$ cat src/hdl/sdram_pkg.sv
// shared by all sdram files; assumes a 50 MHz clock and a 16-bit SDR device in bank 0 only
package sdram_pkg;

    // sdram command bus {n_cs, n_ras, n_cas, n_we}
    typedef enum logic [3:0] {
        load_mode    = 4'b0000,
        auto_refresh = 4'b0001,
        precharge    = 4'b0010,
        activate     = 4'b0011,
        write        = 4'b0100,
        read         = 4'b0101,
        burst_stop   = 4'b0110, // burst terminate
        nop          = 4'b0111,
        inhibit      = 4'b1000  // chip deselected
    } sdram_cmd_e;

    // access engine slots, one per clock
    typedef enum logic [2:0] {
        st_cmd,  // activate, refresh or mode load
        st_rw,   // column command
        st_gap,  // cas latency filler
        st_cap0, // first read word, end of write and refresh
        st_cap1  // second read word, tail of a mode load
    } cycle_state_e;

    // power-up steps after the long wait
    typedef enum logic [2:0] {
        in_pre0,
        in_ref,
        in_mode,
        in_pre1,
        in_done
    } init_step_e;

    // power-up wait, 100us at 50MHz
    localparam logic [13:0] INIT_WAIT = 14'd5000;

    // nop padding after each init command
    localparam logic [13:0] T_PRE = 14'd2;  // precharge to next cmd
    localparam logic [13:0] T_REF = 14'd11; // covers trfc
    localparam logic [13:0] T_MRD = 14'd3;  // mode load settle

    // mode word: single-location writes (A9), CL=2, sequential bursts
    // bit 0 picks burst length, 0 = one word, 1 = two words
    localparam logic [12:0] MODE_BASE = 13'b00_1_00_010_0_000;

    // A10 is both precharge-all and auto-precharge on column commands
    localparam int AP_BIT = 10;

    // idle st_cmd slots before an auto refresh goes out
    localparam int REFRESH_IDLE = 3;

    // word address = {row, col}
    localparam int ROW_W = 13;
    localparam int COL_W = 9;

endpackage
$ cat src/hdl/sdram_init_seq.sv
// power-up sequence only; init_done stays high until the next reset, burst length left at 2
`timescale 1ns/1ps

module sdram_init_seq (
    input  logic                    clk,
    input  logic                    rst,
    output sdram_pkg::sdram_cmd_e   init_cmd,
    output logic [12:0]             init_a,
    output logic                    init_done
);

    logic [13:0]             wait_cnt; // nop clocks left before the next step
    sdram_pkg::init_step_e   step;

    // precharge-all address word
    logic [12:0] pre_all;
    assign pre_all = 13'd1 << sdram_pkg::AP_BIT;

    always_ff @(posedge clk or posedge rst) begin
        if (rst) begin
            wait_cnt  <= sdram_pkg::INIT_WAIT; // long power-up wait first
            step      <= sdram_pkg::in_pre0;
            init_cmd  <= sdram_pkg::nop;
            init_a    <= '0;
            init_done <= 1'b0;
        end else begin
            init_cmd <= sdram_pkg::nop; // default, commands last one clock
            if (wait_cnt != 14'd0) begin
                wait_cnt <= wait_cnt - 14'd1; // padding
            end else begin
                case (step)
                    sdram_pkg::in_pre0: begin
                        init_cmd <= sdram_pkg::precharge;
                        init_a   <= pre_all;
                        wait_cnt <= sdram_pkg::T_PRE;
                        step     <= sdram_pkg::in_ref;
                    end
                    sdram_pkg::in_ref: begin
                        init_cmd <= sdram_pkg::auto_refresh;
                        wait_cnt <= sdram_pkg::T_REF;
                        step     <= sdram_pkg::in_mode;
                    end
                    sdram_pkg::in_mode: begin
                        // normal operation reads two words
                        init_cmd <= sdram_pkg::load_mode;
                        init_a   <= sdram_pkg::MODE_BASE | 13'd1;
                        wait_cnt <= sdram_pkg::T_MRD;
                        step     <= sdram_pkg::in_pre1;
                    end
                    sdram_pkg::in_pre1: begin
                        init_cmd <= sdram_pkg::precharge;
                        init_a   <= pre_all;
                        wait_cnt <= sdram_pkg::T_PRE;
                        step     <= sdram_pkg::in_done;
                    end
                    sdram_pkg::in_done: begin
                        init_done <= 1'b1; // hand the bus to the engine
                    end
                    default: begin
                        step <= sdram_pkg::in_done;
                    end
                endcase
            end
        end
    end

endmodule

$ cat config.mk
export PLATFORM = sky130hd
export DESIGN_NAME = sdram_init_seq
export DESIGN_NICKNAME = d
export VERILOG_FILES = /design/src/hdl/sdram_pkg.sv /design/src/hdl/sdram_init_seq.sv
export SDC_FILE = /design/constraint.sdc
export NUM_CORES = 1
export LEC_CHECK = 0
export ABC_CLOCK_PERIOD_IN_PS = 2700
export BUFFER_PORTS_ARGS = -buffer_cell sky130_fd_sc_hd__buf_2
export CORE_MARGIN = 2
export CORE_UTILIZATION = 30
export CTS_CLUSTER_DIAMETER = 150
export CTS_CLUSTER_SIZE = 24
export DETAILED_ROUTE_END_ITERATION = 16
export GPL_ROUTABILITY_DRIVEN = 0
export RECOVER_POWER = 25
export SYNTH_ARGS = -nofsm -noshare
export SYNTH_HDL_FRONTEND = slang
export SYNTH_SLANG_ARGS = --single-unit
export TNS_END_PERCENT = 50
$ cat constraint.sdc
create_clock -name clk -period 2.7 [get_ports clk]
set_input_delay 0.135 -clock clk [delete_from_list [all_inputs] [get_ports clk]]
set_output_delay 0.135 -clock clk [all_outputs]
set_load 0.1 [all_outputs]
==> key figures <==
Routing
  – Wire length per cell: 11.1 um
  – DR vias/cell: 4.59
  – DRC violation total after the first TritonRoute iteration: 13
  – Total Wirelength: ~1.9 mm
  – First-pass DRT Iterations: 4
  – Via Count: 781
  – DRC viols: 0
  – Routed Antenna Nets: 0

Synthesis
  – Synth Instances: 113
  – Sequential share of the synthesized area: 49.7%
  – Post-synth top cells: dfrtp_1 (15), buf_4 (12), nor2_1 (10)
  – Top cell type's share of synthesized area: between 30% and 40%
  – Top-count cell post-synth: dfrtp_1
  – Flops & latches, synth: 23
  – Syn_area_per_cell: about 10 sq um
  – Post-synth EDFFs: 0
  – Top post-synthesis cells by area: dfrtp_1 (32%), dfstp_2 (18%), buf_4 (7.7%), xnor2_1 (4.5%), nor2_1 (3.2%)
  – Post-synth top area cell: dfrtp_1
  – Cell Area, Synth: 1180 sq um
  – Ys flop type: dfrtp_1
  – Cell variety after synth: 34
  – YS warnings: 0
  – Async SR Flop Fraction: 100%

Setup path
  – Worst-path maximum fanout: 9
  – Largest stage delay, worst path: 0.52 ns
  – Worst Path Buf+Inv: 1
  – Terminus of the critical flop-to-flop path: wait_cnt[6]
  – Critical path, cell by cell: inv_1 > ha_1 > or4b_4 > nor4_4 > nor3_1 > xor2_1
  – Flop-to-flop setup slack: roughly 0.57 ns
  – CP Class: reg2reg
  – Top Family by Delay on Critical Path: simple AND/OR/NAND/NOR gates
  – Critical path data required time: 2.84 ns
  – CP arrival: 2.27 ns
  – CP Capture Type: register
  – RR Startpoint: wait_cnt[0]
  – Crit start category: register
  – Path depth of the worst reg2reg path: 6
  – CP max stage cell: or4b_4

Final layout
  – Finished Layout Cells: 170
  – Fill count: 382
  – Share of layout cells above drive strength 1: 24.6%
  – Ant. Diodes: 0
  – Synth-to-Final Area Change: 7.76%
  – Nets: 126

CTS
  – Worst skew pair latency: 0.26 ns
  – CTS clock-pin slew for the worst setup and hold paths: 0.08 ns
  – TritonCTS Buffers: 3
  – H-tree depth: 1
  – CTS max path bufs: 2
  – # hold bufs at CTS: 0
  – Clock sink total: 23
  – Root Driver: clkbuf_8
  – Number of gates resized after cts: 0
  – Setup bufs post-CTS: 0
  – TritonCTS clock tree: yes

Floorplanning
  – Die height: 66.6 um
  – Die area: about 4400 sq um
  – I/O pins: 20
  – Core area: 3720 sq um
  – Die W: roughly 67 um
  – Site row count: 22
  – Initial Utilization: 31.7%

Status
  – Outcome: completed

Timing
  – Minimum clock period: 2.13 ns
  – Worst Skew: 0.00396 ns
  – Final Cycle Share: 78.9%
  – Final worst setup slack: 0.569 ns
  – Measured slew at the worst slew-check pin: 0.827 ns
  – Setup TNS: 0 ns
  – Fmax: 0.469 GHz
  – Slew headroom: 44.8%
  – Max Slew Vio Count: 0
  – RSZ-0062 raised after global routing: false
  – Count of final setup violators: 0
  – Hold Fails Final Rpt: 0

Global route
  – Vias in the first global route: around 730
  – Initial antenna violation count: 0
  – Met3 usage: under 10%
  – Met2 Usage GRT: approximately 16%
  – Global routing's busiest layer: met2
  – First-pass GRT wire length: 3.35 mm
  – GR Overflow Total: 0
  – Gr usage total: between 10% and 20%
  – Met1 Use GR: 12.0%
  – Largest net degree at the start of global routing: 24

Power and ir drop
  – Tot Pwr: 619 uW
  – VDD IR-drop max: 0.280 mV
  – Static leakage power: 0.000623 uW
  – P per Cell Area: approximately 490 nW/um^2

Place
  – Dpl hpwl: 1.47 mm
  – Port bufs: 9
  – Dpl ws: just over 0.6 ns
  – Placed Instances: 166

Worst hold path
  – Worst min path class: in2async

Run
  – Max_cap viols: 0
-- layout make-up --
type / count / area [sq um] / share of cell area (%)
Sequential cell: 23 / 586 / 46.2
Multi-Input combinational cell: 82 / 517 / 40.7
Tap cell: 48 / 60.1 / 4.73
Timing Repair Buffer: 9 / 45.0 / 3.55
Clock buffer: 3 / 41.3 / 3.25
Inverter: 4 / 15.0 / 1.18
Clock inverter: 1 / 5.00 / 0.394
-- power by group --
group | switching, uW | internal (uW) | total, uW
combinational | 66.5 | 0.580 | 67.1
sequential | 0 | 345 | 345
clock | 104 | 103 | 207
-- worst max-delay path by stage --
stage / cells after the start / startpoint / slack [ns] / end
after floorplan: 6 / wait_cnt[0] / 0.77 / wait_cnt[6]
after global placement: 6 / wait_cnt[0] / 0.67 / wait_cnt[1]
after detailed placement: 6 / wait_cnt[0] / 0.61 / wait_cnt[6]
after CTS: 6 / wait_cnt[0] / 0.57 / wait_cnt[6]
after global routing: 6 / wait_cnt[0] / 0.43 / wait_cnt[6]
final: 6 / wait_cnt[0] / 0.57 / wait_cnt[6]
-- cell usage in the layout (no fill, tap or decap), types with 2 or more instances in the layout --
cell,instances
nand2b_1,4
nor2_1,10
xnor2_1,6
o21ai_0,7
a31o_2,2
dfstp_2,8
a21oi_1,2
buf_2,9
nor4_1,2
o211ai_1,2
conb_1,10
clkbuf_8,3
nand2_1,8
inv_1,4
nor3_1,2
nand4_1,4
o31ai_1,2
or4_1,3
a21o_1,2
dfrtp_1,15
nand3_1,3
-- flip-flops by register name, summed over array words and instances (netlist names) --
register	cells
step	3
wait_cnt	14
init_a	2
init_done	1
init_cmd	3
-- kinds of logic (layout without fill, tap and decap cells) --
group | count (synthesis) | after routing | share of synthesized area, %
AND/OR/NAND/NOR | 46 | 46 | 24.3
flip-flops | 23 | 23 | 49.7
AO/OA/AOI/OAI | 17 | 17 | 9.14
buffers and inverters | 17 | 17 | 9.25
XOR/XNOR | 7 | 7 | 5.21
adder cells (fa/ha/maj) | 1 | 1 | 1.06
other | 1 | 10 | 0.319
multiplexers | 1 | 1 | 0.956
-- worst register-to-register path: cells and delay by family (launching register included) --
family	cells	cell delay [ns]
buffers and inverters	1	0.09
flip-flops	1	0.41
XOR/XNOR	1	0.16
AND/OR/NAND/NOR	3	1.12
adder cells (fa/ha/maj)	1	0.23
-- per-stage QoR --
| step | utilization [%] | instance area (sq um) | hold WS [ns] |
|---|---|---|---|
| after floorplan | - | 1210 | 0.131 |
| after global placement | 32.9 | 1220 | 0.332 |
| after detailed placement | 32.9 | 1220 | 0.345 |
| after CTS | 34.1 | 1270 | 0.0500 |
| after global routing | 34.1 | 1270 | 0.0966 |
| final | 34.1 | 1270 | 0.0228 |
-- per-layer routing --
layer  vias to the layer above  part of all wire, %
li1                        394                    -
met1                       372                   44
met2                        12                   50
met3                         3                  4.5
met4                         0                 0.85
met5                         -                    0
Note: power is estimated with default switching activity, not from simulation.
