### src/hdl/sdram_pkg.sv
// shared by all sdram files; assumes a 50 MHz clock and a 16-bit SDR device in bank 0 only
package sdram_pkg;

    // sdram command bus {n_cs, n_ras, n_cas, n_we}
    typedef enum logic [3:0] {
        load_mode    = 4'b0000,
        auto_refresh = 4'b0001,
        precharge    = 4'b0010,
        activate     = 4'b0011,
        write        = 4'b0100,
        read         = 4'b0101,
        burst_stop   = 4'b0110, // burst terminate
        nop          = 4'b0111,
        inhibit      = 4'b1000  // chip deselected
    } sdram_cmd_e;

    // access engine slots, one per clock
    typedef enum logic [2:0] {
        st_cmd,  // activate, refresh or mode load
        st_rw,   // column command
        st_gap,  // cas latency filler
        st_cap0, // first read word, end of write and refresh
        st_cap1  // second read word, tail of a mode load
    } cycle_state_e;

    // power-up steps after the long wait
    typedef enum logic [2:0] {
        in_pre0,
        in_ref,
        in_mode,
        in_pre1,
        in_done
    } init_step_e;

    // power-up wait, 100us at 50MHz
    localparam logic [13:0] INIT_WAIT = 14'd5000;

    // nop padding after each init command
    localparam logic [13:0] T_PRE = 14'd2;  // precharge to next cmd
    localparam logic [13:0] T_REF = 14'd11; // covers trfc
    localparam logic [13:0] T_MRD = 14'd3;  // mode load settle

    // mode word: single-location writes (A9), CL=2, sequential bursts
    // bit 0 picks burst length, 0 = one word, 1 = two words
    localparam logic [12:0] MODE_BASE = 13'b00_1_00_010_0_000;

    // A10 is both precharge-all and auto-precharge on column commands
    localparam int AP_BIT = 10;

    // idle st_cmd slots before an auto refresh goes out
    localparam int REFRESH_IDLE = 3;

    // word address = {row, col}
    localparam int ROW_W = 13;
    localparam int COL_W = 9;

endpackage
### src/hdl/sdram_cycle_engine.sv
// one access in flight, bank 0 only with auto-precharge; game requests wait while downloading
`timescale 1ns/1ps

module sdram_cycle_engine (
    input  logic                              clk,
    input  logic                              rst,
    input  logic                              init_done,
    // game side
    input  logic                              read_req,
    input  logic [21:0]                       sdram_addr,
    input  logic                              sdram_rnw,
    input  logic [15:0]                       data_write,
    input  logic [1:0]                        sdram_wrmask,
    input  logic                              refresh_en,
    output logic                              sdram_ack,
    output logic                              data_rdy,
    output logic [31:0]                       data_read,
    // rom download side
    input  logic                              downloading,
    input  logic                              prog_we,
    input  logic                              prog_rd,
    input  logic [21:0]                       prog_addr,
    input  logic [7:0]                        prog_data,
    input  logic [1:0]                        prog_mask,
    // towards the pins
    output sdram_pkg::sdram_cmd_e             eng_cmd,
    output logic [sdram_pkg::ROW_W-1:0]       eng_a,
    output logic [1:0]                        eng_dqm,
    output logic [15:0]                       dq_out,
    output logic                              dq_oe,
    output logic                              dq_hold,
    input  logic [15:0]                       dq_in
);

    sdram_pkg::cycle_state_e state;

    logic prog_we_q, prog_rd_q;  // registered strobes
    logic dl_q, dl_last;         // registered downloading level and its previous value
    logic pend_we, pend_rd;      // strobe seen, access not started yet
    logic set_burst, burst_mode; // mode reload request, 1 = two-word bursts

    logic wr_cycle, rd_cycle, ref_cycle;
    logic rdy_q;                 // access finished, before the output register

    logic [sdram_pkg::REFRESH_IDLE-1:0] refresh_sr; // idle slot counter, one bit per slot
    logic                               refresh_ok;

    logic [sdram_pkg::COL_W-1:0] col_addr;
    logic [sdram_pkg::ROW_W-1:0] col_word; // column command address
    logic [1:0]                  wr_mask;
    logic [15:0]                 dq_hi, dq_lo;  // first and second read word

    logic        take_mode, take_prog, take_game, take_ref;
    logic [21:0] acc_addr;

    assign refresh_ok = refresh_sr[sdram_pkg::REFRESH_IDLE-1];
    assign dq_oe      = wr_cycle; // drive write data until st_cap0

    // st_cmd decisions, mode reload first, then download, game, refresh
    always_comb begin
        take_mode = 1'b0;
        take_prog = 1'b0;
        take_game = 1'b0;
        take_ref  = 1'b0;
        if (init_done && state == sdram_pkg::st_cmd) begin
            if (set_burst)
                take_mode = 1'b1;
            else if (pend_we || pend_rd)
                take_prog = 1'b1;
            else if (read_req && !dl_q)
                take_game = 1'b1;
            else if (refresh_ok)
                take_ref = 1'b1;
        end
        acc_addr = take_prog ? prog_addr : sdram_addr;
    end

    // column address with auto-precharge
    always_comb begin
        col_word = '0;
        col_word[sdram_pkg::COL_W-1:0] = col_addr;
        col_word[sdram_pkg::AP_BIT]    = 1'b1;
    end

    always_ff @(posedge clk or posedge rst) begin
        if (rst) begin
            prog_we_q <= 1'b0;
            prog_rd_q <= 1'b0;
            dl_q      <= 1'b0;
            dl_last   <= 1'b0;
        end else begin
            prog_we_q <= downloading & prog_we; // strobes only count while downloading
            prog_rd_q <= downloading & prog_rd;
            dl_q      <= downloading;
            dl_last   <= dl_q;
        end
    end

    always_ff @(posedge clk or posedge rst) begin
        if (rst) begin
            state      <= sdram_pkg::st_cmd;
            eng_cmd    <= sdram_pkg::nop;
            eng_a      <= '0;
            eng_dqm    <= 2'b00;
            sdram_ack  <= 1'b0;
            rdy_q      <= 1'b0;
            wr_cycle   <= 1'b0;
            rd_cycle   <= 1'b0;
            ref_cycle  <= 1'b0;
            dq_hold    <= 1'b1; // keep dq low while idle
            refresh_sr <= '0;
            set_burst  <= 1'b0;
            burst_mode <= 1'b1; // init leaves two-word bursts
            pend_we    <= 1'b0;
            pend_rd    <= 1'b0;
        end else begin
            if (init_done) begin
                eng_cmd <= sdram_pkg::nop;
                rdy_q   <= 1'b0; // one clock pulse
                case (state)
                    sdram_pkg::st_cmd: begin
                        wr_cycle  <= 1'b0;
                        rd_cycle  <= 1'b0;
                        ref_cycle <= 1'b0;
                        dq_hold   <= 1'b1;
                        eng_dqm   <= 2'b00;
                        if (take_mode) begin
                            eng_cmd   <= sdram_pkg::load_mode;
                            eng_a     <= sdram_pkg::MODE_BASE |
                                         {{(sdram_pkg::ROW_W-1){1'b0}}, burst_mode};
                            set_burst <= 1'b0;
                            state     <= sdram_pkg::st_cap1; // one nop slot, then back
                        end else if (take_prog || take_game) begin
                            eng_cmd    <= sdram_pkg::activate;
                            eng_a      <= acc_addr[21:sdram_pkg::COL_W]; // row
                            sdram_ack  <= 1'b1;
                            wr_cycle   <= take_prog ? pend_we : !sdram_rnw;
                            rd_cycle   <= take_prog ? !pend_we : sdram_rnw;
                            refresh_sr <= '0;
                            if (take_prog) begin
                                pend_we <= 1'b0;
                                pend_rd <= 1'b0;
                            end
                            state <= sdram_pkg::st_rw;
                        end else if (take_ref) begin
                            eng_cmd    <= sdram_pkg::auto_refresh;
                            ref_cycle  <= 1'b1;
                            refresh_sr <= '0;
                            state      <= sdram_pkg::st_rw;
                        end else if (refresh_en) begin
                            // count one more idle slot
                            refresh_sr <= {refresh_sr[sdram_pkg::REFRESH_IDLE-2:0], 1'b1};
                        end else begin
                            refresh_sr <= '0;
                        end
                    end
                    sdram_pkg::st_rw: begin
                        sdram_ack <= 1'b0;
                        if (!ref_cycle) begin
                            eng_a   <= col_word;
                            eng_dqm <= wr_cycle ? wr_mask : 2'b00; // reads take both bytes
                            eng_cmd <= wr_cycle ? sdram_pkg::write : sdram_pkg::read;
                        end
                        state <= sdram_pkg::st_gap;
                    end
                    sdram_pkg::st_gap: begin
                        if (rd_cycle)
                            dq_hold <= 1'b0; // device drives dq next
                        state <= sdram_pkg::st_cap0;
                    end
                    sdram_pkg::st_cap0: begin
                        eng_dqm <= 2'b00;
                        if (wr_cycle) begin
                            rdy_q    <= 1'b1; // write done
                            wr_cycle <= 1'b0;
                            state    <= sdram_pkg::st_cmd;
                        end else if (ref_cycle) begin
                            state <= sdram_pkg::st_cmd; // refresh needs four slots
                        end else begin
                            state <= sdram_pkg::st_cap1;
                        end
                    end
                    sdram_pkg::st_cap1: begin
                        if (rd_cycle) begin
                            rdy_q   <= 1'b1; // both words in
                            dq_hold <= 1'b1;
                        end
                        state <= sdram_pkg::st_cmd;
                    end
                    default: begin
                        state <= sdram_pkg::st_cmd;
                    end
                endcase
            end
            // level change wins over the clear above
            if (dl_q != dl_last) begin
                set_burst  <= 1'b1;
                burst_mode <= !dl_q; // single words while downloading
            end
            if (prog_we_q)
                pend_we <= 1'b1;
            if (prog_rd_q)
                pend_rd <= 1'b1;
        end
    end

    // access payload and read capture
    always_ff @(posedge clk) begin
        if (take_prog || take_game) begin
            col_addr <= acc_addr[sdram_pkg::COL_W-1:0];
            dq_out   <= take_prog ? {prog_data, prog_data} : data_write; // byte on both halves
            wr_mask  <= take_prog ? prog_mask : sdram_wrmask;
        end
        if (rd_cycle && state == sdram_pkg::st_cap0)
            dq_hi <= dq_in; // even column
        if (rd_cycle && state == sdram_pkg::st_cap1)
            dq_lo <= dq_in; // next column
        data_read <= {dq_hi, dq_lo};
    end

    // output stage, data_rdy one clock behind rdy_q
    always_ff @(posedge clk or posedge rst) begin
        if (rst)
            data_rdy <= 1'b0;
        else
            data_rdy <= rdy_q;
    end

endmodule

### config.mk
export PLATFORM = sky130hd
export DESIGN_NAME = sdram_cycle_engine
export DESIGN_NICKNAME = d
export VERILOG_FILES = /design/src/hdl/sdram_pkg.sv /design/src/hdl/sdram_cycle_engine.sv
export SDC_FILE = /design/constraint.sdc
export NUM_CORES = 1
export LEC_CHECK = 0
export BUFFER_PORTS_ARGS = -buffer_cell sky130_fd_sc_hd__buf_2
export CAP_MARGIN = 30
export CORE_UTILIZATION = 50
export CTS_BUF_LIST = sky130_fd_sc_hd__clkbuf_4 sky130_fd_sc_hd__clkbuf_8
export DETAILED_ROUTE_END_ITERATION = 6
export PLACE_DENSITY = 0.8
export SYNTH_ARGS = -nofsm -noshare
export SYNTH_HDL_FRONTEND = slang
export SYNTH_SLANG_ARGS = --single-unit
### constraint.sdc
create_clock -name clk -period 2.87 [get_ports clk]
set_clock_uncertainty 0.15 [all_clocks]
set_input_delay 0.574 -clock clk [delete_from_list [all_inputs] [get_ports clk]]
set_output_delay 0.574 -clock clk [all_outputs]
set_load 0.005 [all_outputs]
==> results.json <==
{
  "outcome": "finished clean",
  "startpoint_type": "flop",
  "first_pass_iters": 4,
  "cp_top_family": "simple AND/OR/NAND/NOR gates",
  "synth_edf_count": 59,
  "finalHoldViolations": 0,
  "io_pins": 168,
  "clk_latency_ns": 0.42,
  "areaGrowthSynthToFinish_pct": 29.5,
  "synth-main-ff-cell": "edfxtp_1",
  "ys_seq_elements": 130,
  "critPathMaxFanout": 28,
  "fmax_ghz": 0.419,
  "die_area_sq_um": 9950,
  "hpwl_um": 7110,
  "port-buffer-count": 166,
  "rows": 35,
  "die_h_um": 99.8,
  "viasPerCell": 5.00,
  "hold_class": "input pin to async pin",
  "finalSetupViolCount": 0,
  "grt_overflow": 0,
  "core_area_sq_um": 9240,
  "initial_core_util_pct": 51.7,
  "p_leak_nw": 2.82,
  "antenna_left": 0,
  "antenna_found_initial": 0,
  "cts_root_buf": "clkbuf_8",
  "post_cts_buffers": 0,
  "fin_nets": 605,
  "dp_cells": 618,
  "irDropWorstVdd_mv": 0.358,
  "holdBufCountCts": 0,
  "crit_path_cell_trace": "or4b_1 > or3_2 > buf_4 > mux2_4",
  "period_share_pct": 83.2,
  "crit_arrival_ns": 2.42,
  "num_vias": 3253,
  "diodes": 0,
  "syn_area_sq_um": 4780,
  "worstSetupPathType": "flop to flop",
  "netlist_instances": 328,
  "max_stage_delay_ns": 0.54,
  "cts_resized": 0,
  "place_congestion": 0.803,
  "clkTransAtPathRegs_ns": 0.09,
  "synth_warnings": 0,
  "total_power_w": 0.00501,
  "period_minus_slack_ns": 2.39,
  "tightest_slew_ns": 0.773,
  "cts_buffer_depth": 2,
  "yosysSeqAreaShare_pct": 71.0,
  "relSlewSlack_pct": 48.5,
  "worst-path-buf-inv": 1,
  "wire_per_inst_um": 15.1,
  "grt_pass1_wl_um": 15300,
  "cts-htree-levels": 4,
  "required_ns": 2.91,
  "setup_tns_ns": 0,
  "crit_start": "state[0]",
  "cts_sinks": 130,
  "synthArstFlopShare_pct": 30.0,
  "grt_max_degree": 40,
  "avgSynthCellArea_sq_um": 14.6,
  "instances_no_fill": 650,
  "drv_slew": 0,
  "cts_made_buffers": 17,
  "first_global_vias": 3154,
  "drt_iter0_markers": 165,
  "rr_startpoint": "state[0]",
  "slowest_stage": "or4b_1",
  "rsz0062_at_grt": "false",
  "fp.dieW_um": 99.8,
  "synth_nets": 425,
  "grt_usage_pct": 20.6,
  "n_fill_cell": 701,
  "drc": 0,
  "drive_gt1_share_pct": 47.8,
  "end_kind": "flop",
  "wirelength_um": 9810,
  "cts_tree": "yes",
  "ys_types": 50,
  "cap_violations": 0,
  "powerDensity_nw_per_um2": 809
}
worst paths after layout:
path                            cells past startpoint       endpoint  slack [ns]
worst max-delay path                                4      dq_out[8]        0.48
worst min-delay path                                3  refresh_sr[1]         0.1
worst max register to register                      4      dq_out[8]        0.48
worst min register to register                      0  data_read[14]        0.19
max in group asynchronous                           3     burst_mode        2.09
min in group clk                                    1           dl_q        0.14
layout by cell type (no fill, tap or decap), drive strengths merged, types with 3 or more instances in the layout:
master,n
buf,180
edfxtp,59
dfrtp,34
dfxtp,32
mux2,29
inv,20
nand2,18
o21ai,18
clkbuf,17
nor2,13
mux2i,9
nand4,9
o211ai,9
nand2b,7
a21oi,6
nand3,5
nor3,5
a31oi,5
dfstp,5
and3,4
a21o,3
o2bb2ai,3
registers in the layout, indices dropped and copies added, names as in the netlist, 2 cells and up:
| name | count |
|---|---|
| dq_out | 16 |
| data_read | 32 |
| refresh_sr | 3 |
| eng_a | 13 |
| dq_hi | 16 |
| eng_dqm | 2 |
| wr_mask | 2 |
| dq_lo | 16 |
| eng_cmd | 3 |
| col_addr | 9 |
| state | 3 |
where the power goes:
part / total (W) / internal, W / switching (W) / leakage, nW
Sequential: 0.00233 / 0.00221 / 0.000124 / 1.29
Combinational: 0.00114 / 0.000521 / 0.000619 / 1.33
Clock: 0.00154 / 0.000730 / 0.000806 / 0.203
metal layers:
layer / track usage, % / wire, um
met5: 0 / 0
met4: 8.03 / 191
met3: 6.34 / 753
met2: 34.1 / 4720
met1: 25.5 / 4150
logic make-up (layout without fill, tap and decap cells):
group	count (synthesis)	after routing	synth area share, %
flops	130	130	71.0
simple gates	73	73	7.98
mux	38	38	10.1
fa+ha+maj	1	1	0.209
buf+inv	28	221	2.80
xor+xnor	2	2	0.367
compound gates	55	55	7.49
other cells	1	1	0.0785
through the flow:
step	util (%)	hold slack, ns	setup WS, ns	cell area, sq um
floorplan	-	0.173	0.143	4780
global placement	62.7	0.175	0.300	5790
finish	67.0	0.100	0.482	6190
global route	67.0	0.121	0.391	6190
detailed placement	62.7	0.177	0.285	5790
CTS	67.0	0.105	0.491	6190
worst register-to-register path, stage by stage, from the launching register on:
cell and delay [ns]:
dfrtp_1 0.40, or4b_1 0.54, or3_2 0.44, buf_4 0.28
mux2_4 0.35
synthesized netlist by cell type (2+ instances only):
cell type	n	share of area, %
a21oi_1	6	0.63
and3_1	4	0.52
nor2_1	13	1.0
dfstp_2	5	2.7
and2_1	2	0.26
clkbuf_1	12	0.94
dfrtp_1	34	18
mux2_4	17	5.3
nand2b_1	7	0.92
nor3_1	5	0.52
mux2_2	12	2.8
inv_1	9	0.71
nand3_1	5	0.52
or3_1	2	0.26
a31oi_1	5	0.65
buf_2	2	0.21
o2bb2ai_1	3	0.55
a211oi_1	2	0.31
buf_6	3	0.71
a21o_1	3	0.47
nand4_1	9	1.2
edfxtp_1	59	37
nand2_1	18	1.4
o211ai_1	9	1.4
o21ai_0	18	1.9
mux2i_1	9	1.9
dfxtp_1	32	13
layout make-up:
| class | count | area [sq um] | area share (%) |
|---|---|---|---|
| Multi-Input combinational cell | 170 | 1250 | 20.2 |
| Clock buffer | 17 | 234 | 3.78 |
| Inverter | 9 | 33.8 | 0.546 |
| Tap cell | 129 | 161 | 2.61 |
| Timing Repair Buffer | 180 | 948 | 15.3 |
| Sequential cell | 130 | 3390 | 54.9 |
| Clock inverter | 15 | 164 | 2.65 |
Note: power is estimated with default switching activity, not from simulation.
